==> src/rtl/socBusPkg.sv <==
// address map and register constants are fixed here; region sizes must stay powers of two
package socBusPkg;

    // bus widths
    localparam int DataWidth = 32;
    localparam int AddrWidth = 32;

    // address map, base and size in bytes
    localparam logic [AddrWidth-1:0] RamBase    = 32'h00000000;
    localparam logic [AddrWidth-1:0] RamSize    = 32'h1000;
    localparam logic [AddrWidth-1:0] RandomBase = 32'h00005000;
    localparam logic [AddrWidth-1:0] RandomSize = 32'h4;
    localparam logic [AddrWidth-1:0] TimerBase  = 32'h00005100;
    localparam logic [AddrWidth-1:0] TimerSize  = 32'h10;
    localparam logic [AddrWidth-1:0] SlowBase   = 32'h01000000;
    localparam logic [AddrWidth-1:0] SlowSize   = 32'h1000;

    // word index widths seen by each slave
    localparam int RamWordBits   = $clog2(RamSize / 4);
    localparam int TimerWordBits = $clog2(TimerSize / 4);
    localparam int SlowWordBits  = $clog2(SlowSize / 4);

    // timer register word indices
    localparam logic [TimerWordBits-1:0] TimerCtrl   = 2'd0;
    localparam logic [TimerWordBits-1:0] TimerPeriod = 2'd1;
    localparam logic [TimerWordBits-1:0] TimerCount  = 2'd2;
    localparam logic [TimerWordBits-1:0] TimerStatus = 2'd3;

    // galois lfsr feedback taps and reset state
    localparam logic [DataWidth-1:0] LfsrMask = 32'h80200003;
    localparam logic [DataWidth-1:0] LfsrSeed = 32'h00000001;

    // inclusive range check used by the address decoder
    function automatic logic inRegion(
        input logic [AddrWidth-1:0] address,
        input logic [AddrWidth-1:0] base,
        input logic [AddrWidth-1:0] size
    );
        inRegion = (address >= base) && (address <= (base + (size - 1)));
    endfunction

endpackage

==> src/rtl/busArbiter.sv <==
// two masters only; one read outstanding at a time, stalled requests keep their grant
`timescale 1ns/1ps

module busArbiter import socBusPkg::*; (
    input  logic                 clk,
    input  logic                 rstN,
    input  logic [AddrWidth-1:0] m0Address,
    input  logic                 m0Read,
    input  logic                 m0Write,
    input  logic [DataWidth-1:0] m0WriteData,
    output logic                 m0WaitRequest,
    output logic                 m0ReadValid,
    output logic [DataWidth-1:0] m0ReadData,
    input  logic [AddrWidth-1:0] m1Address,
    input  logic                 m1Read,
    input  logic                 m1Write,
    input  logic [DataWidth-1:0] m1WriteData,
    output logic                 m1WaitRequest,
    output logic                 m1ReadValid,
    output logic [DataWidth-1:0] m1ReadData,
    output logic [AddrWidth-1:0] busAddress,
    output logic                 busRead,
    output logic                 busWrite,
    output logic [DataWidth-1:0] busWriteData,
    input  logic                 busWaitRequest,
    input  logic                 busReadValid,
    input  logic [DataWidth-1:0] busReadData
);

    logic m0Req;
    logic m1Req;
    logic grant;
    logic ownerQ;
    logic lastWinner;
    logic lockRead;
    logic holdGrant;

    assign m0Req = m0Read | m0Write;
    assign m1Req = m1Read | m1Write;

    always_comb begin
        // keep the owner while a read is in flight or a request is stalled
        if (lockRead || holdGrant) begin
            grant = ownerQ;
        end else if (m0Req && m1Req) begin
            grant = ~lastWinner;
        end else begin
            grant = m1Req;
        end
    end

    // no new strobe reaches the bus until the outstanding read returns
    assign busAddress   = grant ? m1Address : m0Address;
    assign busWriteData = grant ? m1WriteData : m0WriteData;
    assign busRead      = !lockRead && (grant ? m1Read : m0Read);
    assign busWrite     = !lockRead && (grant ? m1Write : m0Write);

    assign m0WaitRequest = (!grant && !lockRead) ? busWaitRequest : 1'b1;
    assign m1WaitRequest = (grant && !lockRead) ? busWaitRequest : 1'b1;

    // response goes only to the read owner
    assign m0ReadValid = busReadValid && lockRead && !ownerQ;
    assign m1ReadValid = busReadValid && lockRead && ownerQ;
    assign m0ReadData  = busReadData;
    assign m1ReadData  = busReadData;

    always_ff @(posedge clk) begin
        if (!rstN) begin
            ownerQ     <= 1'b0;
            lastWinner <= 1'b1;
            lockRead   <= 1'b0;
            holdGrant  <= 1'b0;
        end else begin
            ownerQ    <= grant;
            holdGrant <= (busRead || busWrite) && busWaitRequest;
            if ((busRead || busWrite) && !busWaitRequest) begin
                lastWinner <= grant;
            end
            if (busRead && !busWaitRequest) begin
                lockRead <= 1'b1;
            end else if (busReadValid) begin
                lockRead <= 1'b0;
            end
        end
    end

endmodule

==> config.mk <==
export PLATFORM = sky130hd
export DESIGN_NAME = busArbiter
export DESIGN_NICKNAME = d
export VERILOG_FILES = /design/src/rtl/socBusPkg.sv /design/src/rtl/busArbiter.sv
export SDC_FILE = /design/constraint.sdc
export NUM_CORES = 1
export LEC_CHECK = 0
export BUFFER_PORTS_ARGS = -buffer_cell sky130_fd_sc_hd__buf_2
export CELL_PAD_IN_SITES_DETAIL_PLACEMENT = 1
export CELL_PAD_IN_SITES_GLOBAL_PLACEMENT = 2
export CORE_UTILIZATION = 10
export DETAILED_ROUTE_END_ITERATION = 7
export GPL_TIMING_DRIVEN = 1
export PLACE_DENSITY = 0.84
export SLEW_MARGIN = 40
export SYNTH_ARGS = -nofsm -noshare
export SYNTH_HDL_FRONTEND = slang
export SYNTH_SLANG_ARGS = --single-unit
==> constraint.sdc <==
create_clock -name clk -period 1.4 [get_ports clk]
set_input_delay 0.14 -clock clk [delete_from_list [all_inputs] [get_ports clk]]
set_output_delay 0.14 -clock clk [all_outputs]
set_load 0.05 [all_outputs]
* After elaboration in Yosys (flattened, before gate mapping)
Cells that the tools add are included.
** Word-level totals
- Input bits :: 168
- Output and inout port bits :: 134
- Register bits :: 4
- Word-level logic and storage cells :: 35
** Operators by class
- Reduce and logical (&&, ||, !) cells :: 18
- Bitwise gates (word level) :: 3
- Multiplexer cells :: 10
** Operators with widths (count)
- $mux W32 :: 2
- $logic_and A1 B1 Y1 :: 11
- $mux W1 :: 8
- $logic_not A1 Y1 :: 4
- $logic_or A1 B1 Y1 :: 2
- $or A1 B1 Y1 :: 2
- $reduce_bool A2 Y1 :: 1
- $not A1 Y1 :: 1

* Depth between registers and ports, before layout
Gate-level depths: netlist of the first run.
- Word-level depth :: 8
- Depth in mapped cells :: 5
- Gate-level depth less buffers :: 3

* Worst setup path before layout of the first run
No wires, ideal clock.
- Path type :: flip-flop to output port
- Start point :: register lockRead
- End point :: output busWrite
- Path buffers :: 2
- Stages on the path, launching flop included :: 6
- Arrival time :: 1.907 ns
- Slack :: -0.647 ns
- Required time :: 1.260 ns
- Path through :: dfxtp_1 -> o21a_1 -> a31oi_4 -> buf_6 -> buf_12 -> mux2i_1
** On the way
- Word-level cells in the longest chain between the ends :: 4
- Elaborated cells on any way between the ends :: 5
- Classes of those cells :: 2 x mux; 3 x reduce/logical
** Ends and longest elaborated chain
- start, declared :: line busArbiter.sv:35 : logic lockRead;
- start signal, assigned :: line busArbiter.sv:71 : lockRead <= 1'b0;
- start signal, assigned :: line busArbiter.sv:80 : lockRead <= 1'b1;
- start signal, assigned :: line busArbiter.sv:82 : lockRead <= 1'b0;
- $logic_or A1 B1 Y1 :: line busArbiter.sv:43 : if (lockRead || holdGrant) begin
- $mux W1 :: line busArbiter.sv:43
- $mux W1 :: line busArbiter.sv:56 : assign busWrite = !lockRead && (grant ? m1Write : m0Write);
- $logic_and A1 B1 Y1 (*) :: line busArbiter.sv:56
- end, declared :: line busArbiter.sv:23 : output logic busWrite,
Every way passes the cells marked *; elsewhere a longest branch is shown, timed or not.

* Worst setup path in the final report of the first run
- Start point :: register holdGrant
- End point :: output busWriteData[7]
** On the way
- Word-level cells in the longest chain between the ends :: 3
** Ends and longest elaborated chain
- start, declared :: line busArbiter.sv:36 : logic holdGrant;
- start signal, assigned :: line busArbiter.sv:75 : holdGrant <= (busRead || busWrite) && busWaitRequest;
- $logic_or A1 B1 Y1 :: line busArbiter.sv:43
- $mux W1 :: line busArbiter.sv:43
- $mux W32 :: line busArbiter.sv:54 : assign busWriteData = grant ? m1WriteData : m0WriteData;
- end, declared :: line busArbiter.sv:24 : output logic [DataWidth-1:0] busWriteData,
No other way between the ends.

==> results of run 1 <==
path summary, 6_finish.rpt:
check                   from               to  slack [ns]  cells past startpoint
hold / removal          rstN       lastWinner        0.17                      2
setup / recovery   holdGrant  busWriteData[7]       -0.56                      7
setup reg to reg    lockRead        holdGrant       -0.05                      8
hold reg to reg   lastWinner       lastWinner        0.57                      2
routing by layer:
| metal | vias up | wire length (um) | global-route usage, % |
|---|---|---|---|
| met2 | 101 | 4510 | 16.6 |
| li1 | 905 | - | - |
| met3 | 17 | 722 | 2.95 |
| met4 | 2 | 130 | 2.11 |
| met1 | 864 | 2470 | 6.30 |
| met5 | - | 13 | 0 |
cell families after synthesis:
logic type | Yosys count | share of synthesized area, %
buffers and inverters | 72 | 33.7
DFF | 4 | 4.66
muxes | 65 | 48.5
and+or+nand+nor | 20 | 6.41
AOI/OAI and AO/OA | 14 | 6.78
power by group through the flow:
| stage | registers [mW] | logic, mW | clock network (mW) |
|---|---|---|---|
| after floorplan | 0.141 | 2.26 | 0 |
| final | 0.141 | 2.96 | 0.450 |
| after global placement | 0.137 | 2.35 | 0 |
| after CTS | 0.140 | 2.83 | 0.457 |
| after detailed placement | 0.138 | 2.37 | 0 |
| after global routing | 0.143 | 3.07 | 0.468 |
timing repair:
action                                  in CTS  in global routing
setup buffers                               10                  6
gates resized for setup                    148                 17
gates cloned                                 0                  2
pin swaps                                    5                  3
endpoints found under the setup margin      69                 73
synthesized netlist by cell type, drive strengths merged, types with 2 or more instances:
cell type / number / area [um^2]
nor2: 5 / 18.8
nand2: 4 / 15.0
nand2b: 3 / 18.8
buf: 71 / 574
o21ai: 4 / 23.8
dfxtp: 4 / 80.1
nand3: 2 / 10.0
mux2: 64 / 822
through the flow:
step	TNS (ns)	worst slack, ns	power (mW)	area [um^2]
3_3_place_gp	-23.43	-0.387	2.48	2790
2_1_floorplan	-7.31	-0.208	2.41	1850
4_1_cts	-34.86	-0.578	3.43	3410
6_report	-34.72	-0.557	3.55	3570
3_5_place_dp	-24.51	-0.407	2.51	2790
5_1_grt	-38.51	-0.606	3.68	3570
sequential cells by signal, summed over array words and instances, names as in the netlist:
| name | cells |
|---|---|
| holdGrant | 1 |
| lastWinner | 1 |
| lockRead | 1 |
| ownerQ | 1 |
layout make-up:
| cell class | instances | share of cell area [%] |
|---|---|---|
| Clock buffer | 3 | 2.10 |
| Multi-Input combinational cell | 99 | 35.4 |
| Sequential cell | 4 | 2.38 |
| Tap cell | 220 | 7.71 |
| Timing Repair Buffer | 245 | 52.4 |
==> PnR_summary.wiki, run 1 <==
{| class="wikitable"
! Metric !! Value
|-
| Net switching power || 1.68 mW
|-
| Layout Area Growth over Synthesis || 108%
|-
| Share of final-layout standard cells stronger than drive strength 1 || 95.4%
|-
| Gp weighted congestion || just over 0.7
|-
| Final count of hold timing violations || 0
|-
| Combined flip-flop and latch cell area || approximately 85 um^2
|-
| Unrepaired setup endpoints after global routing || yes
|-
| Drt pass-1 iters || 2
|-
| Worst vdd rail ir drop || roughly 0.43 mV
|-
| Final Max Slew Viols || 0
|-
| Count of vias placed by the detailed router || between 1500 and 2000
|-
| Most common cell after layout, fill and taps aside || sky130_fd_sc_hd__buf_2
|-
| Count of fill cells added during filler insertion || approximately 2000
|-
| Power density normalized to cell area || about 990 nW/um^2
|-
| Gate power share || a little over four fifths
|-
| Initial Util || 10.3%
|-
| Crit-path slowest cell || sky130_fd_sc_hd__dfxtp_2
|-
| Tmin final || between 1.5 and 2 ns
|-
| Overflow left after global routing || 0
|-
| MaxCap Viol Count || 0
|-
| Synthesized cell area || between 1500 and 2000 um^2
|-
| Post-synthesis sequential area ratio || about 4.7%
|-
| Worst hold slack || between 0.15 and 0.2 ns
|-
| Pin count of the biggest net entering global routing || 31
|-
| Count of pins on the block boundary || just over 300
|-
| Cell Chain, Critical Path || o21a_1, a31oi_4, buf_4, buf_12, buf_4, mux2_4, buf_6
|-
| TritonCTS clock tree || built
|-
| Synth Register Bits || 4
|-
| Post-Synthesis Net Count || 343
|-
| Worst slew margin relative to its limit || between 70% and 80%
|-
| Iteration-0 DRC Markers || 50
|-
| Largest stage delay on the critical path || about 0.32 ns
|-
| Detailed Route WL || slightly below 8 mm
|-
| Number of warnings printed during yosys synthesis || 0
|-
| Failing checks || negative setup slack
|-
| Floorplan row count || between 40 and 50
|-
| WS Path Type || flop to primary output
|-
| Root buffer cell || sky130_fd_sc_hd__clkbuf_16
|-
| Data arrival time of the critical path || ~1.8 ns
|-
| Distinct cells, synth || 31
|-
| Actual transition at the worst max-transition pin || around 0.3 ns
|-
| Number of global-route vias before repair || around 2100
|-
| IO buf count || between 200 and 250
|-
| Critical Path End Type || primary output
|-
| Antenna diodes || 0
|-
| Count of hold buffers inserted by post-cts repair || 0
|-
| Commonest non-fill, non-tap cells in the layout || 135 x sky130_fd_sc_hd__buf_2, 72 x sky130_fd_sc_hd__buf_6, 57 x sky130_fd_sc_hd__mux2_4
|-
| Endpoint required time on the critical path || ~1.3 ns
|-
| Final setup slack of the worst path || -0.557 ns
|-
| Final setup viols || between 60 and 70
|-
| Net switching fraction of the power || 47.4%
|-
| Worst-path fanout max || 9
|-
| Overall track demand over capacity in global routing || under 10%
|-
| Share of total power in the clock network || about an eighth
|-
| Dominant register cell in the synthesized netlist || sky130_fd_sc_hd__dfxtp_1
|-
| Worst min-delay path class || input pin to flop
|-
| Die footprint || between 15000 and 20000 um^2
|-
| Count of buffering cells on the critical path with inverters included || 4
|-
| P_int || about 1.9 mW
|-
| Run status || finished with violations
|-
| Core area || 16700 um^2
|-
| Area used by multi-input combinational logic || ~1300 um^2
|-
| Largest clock skew in the final design || about 0.00077 ns
|-
| Crit path max-delay family || buffers and inverters
|-
| Height of the die || ~130 um
|-
| Worst Setup Start Kind || flop
|-
| Floorplan die width || between 100 and 150 um
|-
| Number of vias per cell || 3.31
|-
| Filler-free cell count of the finished design || 571
|-
| Synthesized instance count || approximately 180
|-
| CTS max path bufs || 2
|-
| First-pass GRT wire length || roughly 11 mm
|-
| Sink Count || 4
|-
| Utilization after layout || between 20% and 30%
|-
| Part of the total power dissipated in sequential elements || roughly 4.0%
|-
| Final Net Count || around 520
|-
| Mean Syn Cell Area || 9.81 um^2
|-
| Average detailed-routed wire length per instance || between 10 and 15 um
|-
| H-tree depth reported by CTS || 1
|-
| Number of remaining DRC errors || 0
|-
| Highest Clock Rate || between 500 and 600 MHz
|-
| Clock slew at the register clock pins of the worst setup and hold paths || about 0.030 ns
|-
| Initial antenna violation count || 2
|-
| Fraction of synthesis flops using an asynchronous set or reset pin || 0%
|-
| Final cycle utilization of the critical path || 140%
|-
| Cell Count Post-Placement || 550
|-
| Leak Pwr || 1.91 nW
|-
| Crit-path most repeated cell || sky130_fd_sc_hd__buf_4
|-
| Number of clock buffers inserted by TritonCTS || 3
|-
| Residual antenna-violating net count after detailed routing || 0
|-
| Number of flops mapped to enable cells by yosys || 0
|-
| Clock latency on the worst-skew pair || roughly 0.23 ns
|-
| HPWL Detailed || between 6 and 7 mm
|}
Note: power is estimated with default switching activity, not from simulation.
==> run 2, diff against run 1 <==
Settings changed: CORE_MARGIN from default to 2.
==> run 2 against run 1 <==
  * The flow still finishes with violations (negative setup slack)
  * Flip-flop and latch count unchanged
  * First-iteration DRC count increased by 2.0%
  * Non-clock buffer count increased by 1
  * Die area increased by 3.0%
  * Clock skew increased by 0.0028 ns
  * Worst hold slack improved by 0.016 ns
  * Critical endpoint is now busAddress[17]
  * Largest power group unchanged
==> PnR_summary.wiki, run 2 (synthesis results as in run 1) <==
{| class="wikitable"
! Metric !! Value
|-
| Final setup viols || 70 (+1.4%)
|-
| Count of buffering cells on the critical path with inverters included || 4 (unchanged)
|-
| P_int || 2.06 mW (+10%)
|-
| Sink Count || 4 (unchanged)
|-
| Power density normalized to cell area || 1000 nW/um^2 (+0.75%)
|-
| Initial Util || 10.3% (unchanged)
|-
| Overflow left after global routing || 0 (unchanged)
|-
| TritonCTS clock tree || built
|-
| Residual antenna-violating net count after detailed routing || 0 (unchanged)
|-
| Number of clock buffers inserted by TritonCTS || 3 (unchanged)
|-
| Run status || finished with violations
|-
| Overall track demand over capacity in global routing || 9.05% (+1.3 points)
|-
| Count of fill cells added during filler insertion || 1920 (-1.1%)
|-
| Total cell area at the placement stage || 2830 um^2 (+1.3%)
|-
| Worst Setup Start Kind || flop
|-
| H-tree depth reported by CTS || 1 (unchanged)
|-
| Detailed Route WL || 9.35 mm (+19%)
|-
| Final Net Count || 522 (+0.19%)
|-
| Clock latency on the worst-skew pair || 0.23 ns (about the same)
|-
| Unrepaired setup endpoints after global routing || yes
|-
| Core area || 16700 um^2 (unchanged)
|-
| Gp weighted congestion || 0.713 (-0.59%)
|-
| Root buffer cell || sky130_fd_sc_hd__clkbuf_16
|-
| Utilization after layout || 22.8% (+1.4 points)
|-
| Pin count of the biggest net entering global routing || 11 (-65%)
|-
| Die footprint || 18200 um^2 (+3.0%)
|-
| Floorplan row count || 47 (unchanged)
|-
| Crit path max-delay family || buffers and inverters
|-
| Average detailed-routed wire length per instance || 16.3 um (+19%)
|-
| Cell Chain, Critical Path || o21a_1, a31oi_4, buf_4, buf_12, clkbuf_16, mux2_4, buf_6
|-
| MaxCap Viol Count || 0 (unchanged)
|-
| WS Path Type || flop to primary output
|-
| Part of the total power dissipated in sequential elements || 3.6% (-0.4 points)
|-
| Failing checks || negative setup slack
|-
| First-pass GRT wire length || 12.6 mm (+18%)
|-
| Net switching power || 1.76 mW (+4.4%)
|-
| Final setup slack of the worst path || -0.560 ns (-0.00326 ns)
|-
| Final Max Slew Viols || 0 (unchanged)
|-
| HPWL Detailed || 7.12 mm (+15%)
|-
| IO buf count || 205 (unchanged)
|-
| Final cycle utilization of the critical path || 140% (+0.23 points)
|-
| Net switching fraction of the power || 46.0% (-1.4 points)
|-
| Final count of hold timing violations || 0 (unchanged)
|-
| Highest Clock Rate || 510 MHz (-0.17%)
|-
| Worst-path fanout max || 5 (-4)
|-
| Number of global-route vias before repair || 2156 (+3.7%)
|-
| Worst slew margin relative to its limit || 80.3% (+0.59 points)
|-
| Share of final-layout standard cells stronger than drive strength 1 || 94.6% (-0.84 points)
|-
| Number of remaining DRC errors || 0 (unchanged)
|-
| Crit-path slowest cell || sky130_fd_sc_hd__dfxtp_2
|-
| Worst vdd rail ir drop || 0.389 mV (-10%)
|-
| Count of hold buffers inserted by post-cts repair || 0 (unchanged)
|-
| Most common cell after layout, fill and taps aside || sky130_fd_sc_hd__buf_2
|-
| Metal3 WL || 904 um (+25%)
|-
| Data arrival time of the critical path || 1.82 ns (about the same)
|-
| Drt pass-1 iters || 4 (+2)
|-
| Layout Area Growth over Synthesis || 122%
|-
| Height of the die || 135 um (+1.5%)
|-
| Endpoint required time on the critical path || 1.26 ns (about the same)
|-
| Top sig layer || met4
|-
| Tmin final || 1.96 ns (+0.00326 ns)
|-
| Routed length on met2 || 4.96 mm (+10%)
|-
| Actual transition at the worst max-transition pin || 0.291 ns (-0.0102 ns)
|-
| Register-to-Register Setup Slack || -0.05 ns (about the same)
|-
| Number of vias per cell || 3.44 (+4.1%)
|-
| Floorplan die width || 135 um (+1.5%)
|-
| CTS max path bufs || 2 (unchanged)
|-
| Count of pins on the block boundary || 302 (unchanged)
|-
| Share of total power in the clock network || 11.8% (-0.9 points)
|-
| Commonest non-fill, non-tap cells in the layout || 135 x sky130_fd_sc_hd__buf_2, 65 x sky130_fd_sc_hd__buf_6, 64 x sky130_fd_sc_hd__mux2_4
|-
| Iteration-0 DRC Markers || 51 (+2.0%)
|-
| Total power draw || 3.82 mW (+7.6%)
|-
| Gate power share || 84.6% (+1.3 points)
|-
| Length of routed wiring on met1 || 3.21 mm (+30%)
|-
| Clock slew at the register clock pins of the worst setup and hold paths || 0.03 ns (about the same)
|-
| Largest stage delay on the critical path || 0.32 ns (about the same)
|-
| Initial antenna violation count || 1 (-1)
|-
| Leak Pwr || 2.03 nW (+6.4%)
|-
| Post-route standard cell area excluding fillers || 3810 um^2 (+6.8%)
|-
| Placement Setup Slack || -0.402 ns (+0.00509 ns)
|-
| Count of vias placed by the detailed router || 1973 (+4.4%)
|-
| Worst min-delay path class || input pin to flop
|-
| Largest clock skew in the final design || 0.00353 ns (+0.00276 ns)
|-
| Critical Path End Type || primary output
|}
==> run 2: per-stage QoR <==
| stage | setup TNS [ns] | instances | hold slack, ns |
|---|---|---|---|
| CTS | -36.63 | 570 | 0.170 |
| global route | -38.97 | 573 | 0.208 |
| floorplan | -7.31 | 175 | 0.229 |
| global placement | -21.46 | 551 | 0.281 |
| detailed placement | -22.79 | 551 | 0.281 |
| finish | -35.45 | 573 | 0.183 |
==> run 2: repair_timing <==
item / in CTS / in global routing
gates cloned: 5 / 1
pin swaps: 4 / 3
endpoints found under the setup margin: 70 / 74
gates resized for setup: 180 / 25
setup buffers: 11 / 3
==> run 2: final timing paths <==
path,from,end,cells past startpoint
setup / recovery,lockRead,busAddress[17],7
hold / removal,rstN,lastWinner,2
setup reg to reg,lockRead,lockRead,5
hold reg to reg,lastWinner,lastWinner,2
==> run 2: final cells by class <==
type	count	area, um^2	area share (%)
antenna	1	2.50	0.0656
clock buffer	3	75.1	1.97
multi-input combinational	99	1300	34.1
sequential	4	82.6	2.17
tap	220	275	7.22
timing repair buffer	246	2080	54.5
==> run 2: power by group through the flow <==
stage | Clock [mW] | Combinational [mW] | Sequential, mW
final | 0.450 | 3.23 | 0.137
after global routing | 0.461 | 3.36 | 0.138
after CTS | 0.450 | 3.17 | 0.136
after detailed placement | 0 | 2.40 | 0.137
after global placement | 0 | 2.38 | 0.137
after floorplan | 0 | 2.26 | 0.141
==> run 2: metal layers <==
layer  global-route usage [%]  vias to the layer above
li1                         -                      908
met1                     9.31                      913
met2                     17.1                      125
met3                     2.93                       27
met4                     3.18                        0
met5                        0                        -
==> run 3, diff against run 2 <==
Settings changed: ABC_AREA from default to 1, CELL_PAD_IN_SITES_GLOBAL_PLACEMENT 2 to 1, CORE_UTILIZATION 10 to 12, PLACE_DENSITY 0.84 to 0.87.
==> run 3 against run 2 <==
  * The run still ends with negative setup slack left
  * Wire length shrank 0.12%
  * Synthesized cell count grew 79%
  * Clock power grew 0.9%
  * Maximum frequency grew 16%
  * Via count grew 23%
  * Flip-flop and latch count is the same
  * Global-route usage grew 2.2 points
  * Cell area shrank 8.1%
  * Sequential power is essentially flat
  * Count of clock-buffer cells in the layout is the same
  * Setup slack gained 0.27 ns
  * Register-to-register slack gained 0.02 ns
  * Critical path type unchanged
  * Largest power group unchanged
==> PnR_summary.wiki, run 3 <==
{| class="wikitable"
! Metric !! Value
|-
| Clock latency on the worst-skew pair || 0.23 ns (about the same)
|-
| Endpoint required time on the critical path || 1.26 ns (about the same)
|-
| Yosys top cell by area || sky130_fd_sc_hd__nand2_1
|-
| Final setup slack of the worst path || -0.292 ns (+0.268 ns)
|-
| Worst slew margin relative to its limit || 83.4% (+3.1 points)
|-
| Layout Area Growth over Synthesis || 122%
|-
| Floorplan row count || 41 (-13%)
|-
| IO buf count || 205 (unchanged)
|-
| Number of vias per cell || 3.81 (+11%)
|-
| Post-Synthesis Net Count || 481 (+40%)
|-
| Number of global-route vias before repair || 2598 (+21%)
|-
| Final Net Count || 635 (+22%)
|-
| Leak Pwr || 1.99 nW (-2.0%)
|-
| H-tree depth reported by CTS || 1 (unchanged)
|-
| Iteration-0 DRC Markers || 44 (-14%)
|-
| Drt pass-1 iters || 4 (unchanged)
|-
| Overall track demand over capacity in global routing || 11.2% (+2.2 points)
|-
| Residual antenna-violating net count after detailed routing || 0 (unchanged)
|-
| Data arrival time of the critical path || 1.55 ns (-0.27 ns)
|-
| Run status || finished with violations
|-
| Post-synth top cells || 203 x sky130_fd_sc_hd__nand2_1, 68 x sky130_fd_sc_hd__buf_4, 8 x sky130_fd_sc_hd__inv_1
|-
| Root buffer cell || sky130_fd_sc_hd__clkbuf_16
|-
| Actual transition at the worst max-transition pin || 0.251 ns (-0.0401 ns)
|-
| Synth Register Bits || 4 (unchanged)
|-
| Distinct cells, synth || 16 (-48%)
|-
| WS Path Type || flop to primary output
|-
| Final count of hold timing violations || 0 (unchanged)
|-
| Detailed Route WL || 9.34 mm (-0.12%)
|-
| Critical Path End Type || primary output
|-
| CTS max path bufs || 2 (unchanged)
|-
| MaxCap Viol Count || 0 (unchanged)
|-
| Overflow left after global routing || 0 (unchanged)
|-
| Share of total power in the clock network || 10.8% (-1.0 points)
|-
| Power density normalized to cell area || 1200 nW/um^2 (+20%)
|-
| Worst vdd rail ir drop || 0.710 mV (+82%)
|-
| Post-Route Setup TNS || -17.12 ns (+18.34 ns)
|-
| Part of the total power dissipated in sequential elements || 3.2% (-0.4 points)
|-
| Placement Setup Slack || -0.133 ns (+0.269 ns)
|-
| Initial antenna violation count || 0 (-1)
|-
| Most common cell after layout, fill and taps aside || sky130_fd_sc_hd__buf_2
|-
| Worst-path fanout max || 16 (+11)
|-
| Most utilized layer in the global route result || met2
|-
| Net switching power || 2.29 mW (+31%)
|-
| Failing checks || negative setup slack
|-
| Count of vias placed by the detailed router || 2430 (+23%)
|-
| Highest Clock Rate || 591 MHz (+16%)
|-
| Synthesized instance count || 313 (+79%)
|-
| Dominant register cell in the synthesized netlist || sky130_fd_sc_hd__dfxtp_1
|-
| First-pass GRT wire length || 12.8 mm (+1.8%)
|-
| Number of flops mapped to enable cells by yosys || 0 (unchanged)
|-
| Post-synthesis sequential area ratio || 5.08% (+0.42 points)
|-
| Worst min-delay path class || input pin to flop
|-
| Net switching fraction of the power || 54.5% (+8.5 points)
|-
| Mean Syn Cell Area || 5.03 um^2 (-49%)
|-
| Tmin final || 1.69 ns (-0.268 ns)
|-
| Final Max Slew Viols || 0 (unchanged)
|-
| Number of remaining DRC errors || 0 (unchanged)
|-
| Number of clock buffers inserted by TritonCTS || 3 (unchanged)
|-
| Pin count of the biggest net entering global routing || 36 (+25)
|-
| Unrepaired setup endpoints after global routing || yes
|-
| Sink Count || 4 (unchanged)
|-
| Count of pins on the block boundary || 302 (unchanged)
|-
| Fraction of synthesis flops using an asynchronous set or reset pin || 0% (unchanged)
|-
| Global Route met1 Usage || 10.5% (+1.1 points)
|-
| Global routing met2 resource utilization || 21.9% (+4.8 points)
|-
| Final cycle utilization of the critical path || 121% (-19 points)
|-
| Main area contributors after synthesis || sky130_fd_sc_hd__nand2_1 48%, sky130_fd_sc_hd__buf_4 32%, sky130_fd_sc_hd__dfxtp_1 5.1%
|-
| Largest clock skew in the final design || 0.00230 ns (-0.00123 ns)
|-
| Gp weighted congestion || 0.752 (+5.5%)
|-
| Final setup viols || 69 (-1.4%)
|-
| Initial Util || 12.4% (+2.1 points)
|-
| Core area || 12700 um^2 (-24%)
|-
| HPWL Detailed || 6.28 mm (-12%)
|-
| Worst Setup Start Kind || flop
|-
| Count of hold buffers inserted by post-cts repair || 0 (unchanged)
|-
| Average detailed-routed wire length per instance || 14.7 um (-10%)
|-
| Height of the die || 119 um (-12%)
|-
| TritonCTS clock tree || built
|-
| Met3 usage || 4.15% (+1.2 points)
|-
| Synthesized cell area || 1580 um^2 (-8.2%)
|-
| Clock slew at the register clock pins of the worst setup and hold paths || 0.03 ns (about the same)
|-
| Commonest non-fill, non-tap cells in the layout || 136 x sky130_fd_sc_hd__buf_2, 119 x sky130_fd_sc_hd__nand2_1, 77 x sky130_fd_sc_hd__nand2_2
|-
| Die footprint || 14100 um^2 (-23%)
|-
| Antenna diodes || 0 (-1)
|-
| Number of warnings printed during yosys synthesis || 0 (unchanged)
|-
| Share of final-layout standard cells stronger than drive strength 1 || 70.1% (-24 points)
|-
| Most common cell in the netlist || sky130_fd_sc_hd__nand2_1
|-
| Gate power share || 86.0% (+1.4 points)
|-
| Floorplan die width || 119 um (-12%)
|-
| Post-synth top area share || 48.4% (+19 points)
|-
| P_int || 1.92 mW (-7.0%)
|}
## run 3: changes by cell type in the layout (fill, tap and decap cells not counted), moves of 3 or more
cell / before / now
sky130_fd_sc_hd__mux2_4: 64 / 0
sky130_fd_sc_hd__clkbuf_16: 4 / 7
sky130_fd_sc_hd__nand2_1: 4 / 119
sky130_fd_sc_hd__nand2_2: 0 / 77
sky130_fd_sc_hd__nand2_4: 0 / 9
sky130_fd_sc_hd__inv_1: 0 / 7
sky130_fd_sc_hd__buf_6: 65 / 23
sky130_fd_sc_hd__buf_12: 9 / 5
sky130_fd_sc_hd__buf_8: 18 / 42
sky130_fd_sc_hd__nand3_1: 1 / 5
## run 3: path summary, 6_finish.rpt
kind	start	end	slack [ns]	depth (start not counted)
worst min register to register	lastWinner	lastWinner	0.51	2
worst min-delay path	rstN	lastWinner	0.13	2
worst max register to register	lockRead	lastWinner	-0.03	13
worst max-delay path	lockRead	busAddress[9]	-0.29	10
## run 3: cell type report
class	instances	area [um^2]
clock buffer	3	75.1
multi-input combinational	221	1150
fill	1622	9220
inverter	10	45.0
timing repair buffer	227	1940
tap	172	215
sequential	4	81.3
## run 3: routing by layer
layer | routed length (um) | share of wire, %
met3 | 840 | 9.0
met5 | 0 | 0
met4 | 297 | 3.2
met2 | 5120 | 55
met1 | 3090 | 33
## run 3: what timing repair did
item / in CTS / in global routing
pin swaps: 1 / 15
gates cloned: 2 / 4
endpoints found under the setup margin: 69 / 72
resized for setup: 166 / 57
setup buffers: 3 / 1
## run 3: cell families (layout without fill, tap and decap cells)
kind of cell           after synthesis  in the layout  share of synthesized area [%]
buffers and inverters               88            240                           40.3
AO/OA/AOI/OAI                        2              2                          0.635
AND/OR/NAND/NOR                    219            219                           53.9
flip-flops                           4              4                           5.08
## run 3: worst max-delay path, stage by stage, from the launching register on
cell and delay [ns]:
sky130_fd_sc_hd__dfxtp_2 0.31, sky130_fd_sc_hd__inv_2 0.05, sky130_fd_sc_hd__nand2_2 0.06, sky130_fd_sc_hd__nor2_2 0.09
sky130_fd_sc_hd__nand2_2 0.10, sky130_fd_sc_hd__nand2_8 0.14, sky130_fd_sc_hd__buf_6 0.12, sky130_fd_sc_hd__buf_12 0.13
sky130_fd_sc_hd__nand2_1 0.08, sky130_fd_sc_hd__nand2_2 0.09, sky130_fd_sc_hd__buf_8 0.15
## run 3: per-stage QoR
step / hold WS, ns / total power [mW] / instance area [um^2] / util (%) / cells
2_1_floorplan: 0.224 / 2.54 / 1730 / - / 313
3_3_place_gp: 0.281 / 2.71 / 2530 / 19.9 / 624
3_5_place_dp: 0.281 / 2.73 / 2530 / 19.9 / 624
4_1_cts: 0.119 / 3.90 / 3200 / 25.2 / 632
5_1_grt: 0.133 / 4.42 / 3500 / 27.5 / 637
6_report: 0.126 / 4.21 / 3500 / 27.5 / 637
## run 3: power by group through the flow
stage / clock (mW) / sequential, mW / combinational [mW]
floorplan: 0 / 0.134 / 2.40
global placement: 0 / 0.134 / 2.57
detailed placement: 0 / 0.136 / 2.60
CTS: 0.462 / 0.135 / 3.30
global route: 0.469 / 0.137 / 3.81
finish: 0.454 / 0.135 / 3.62
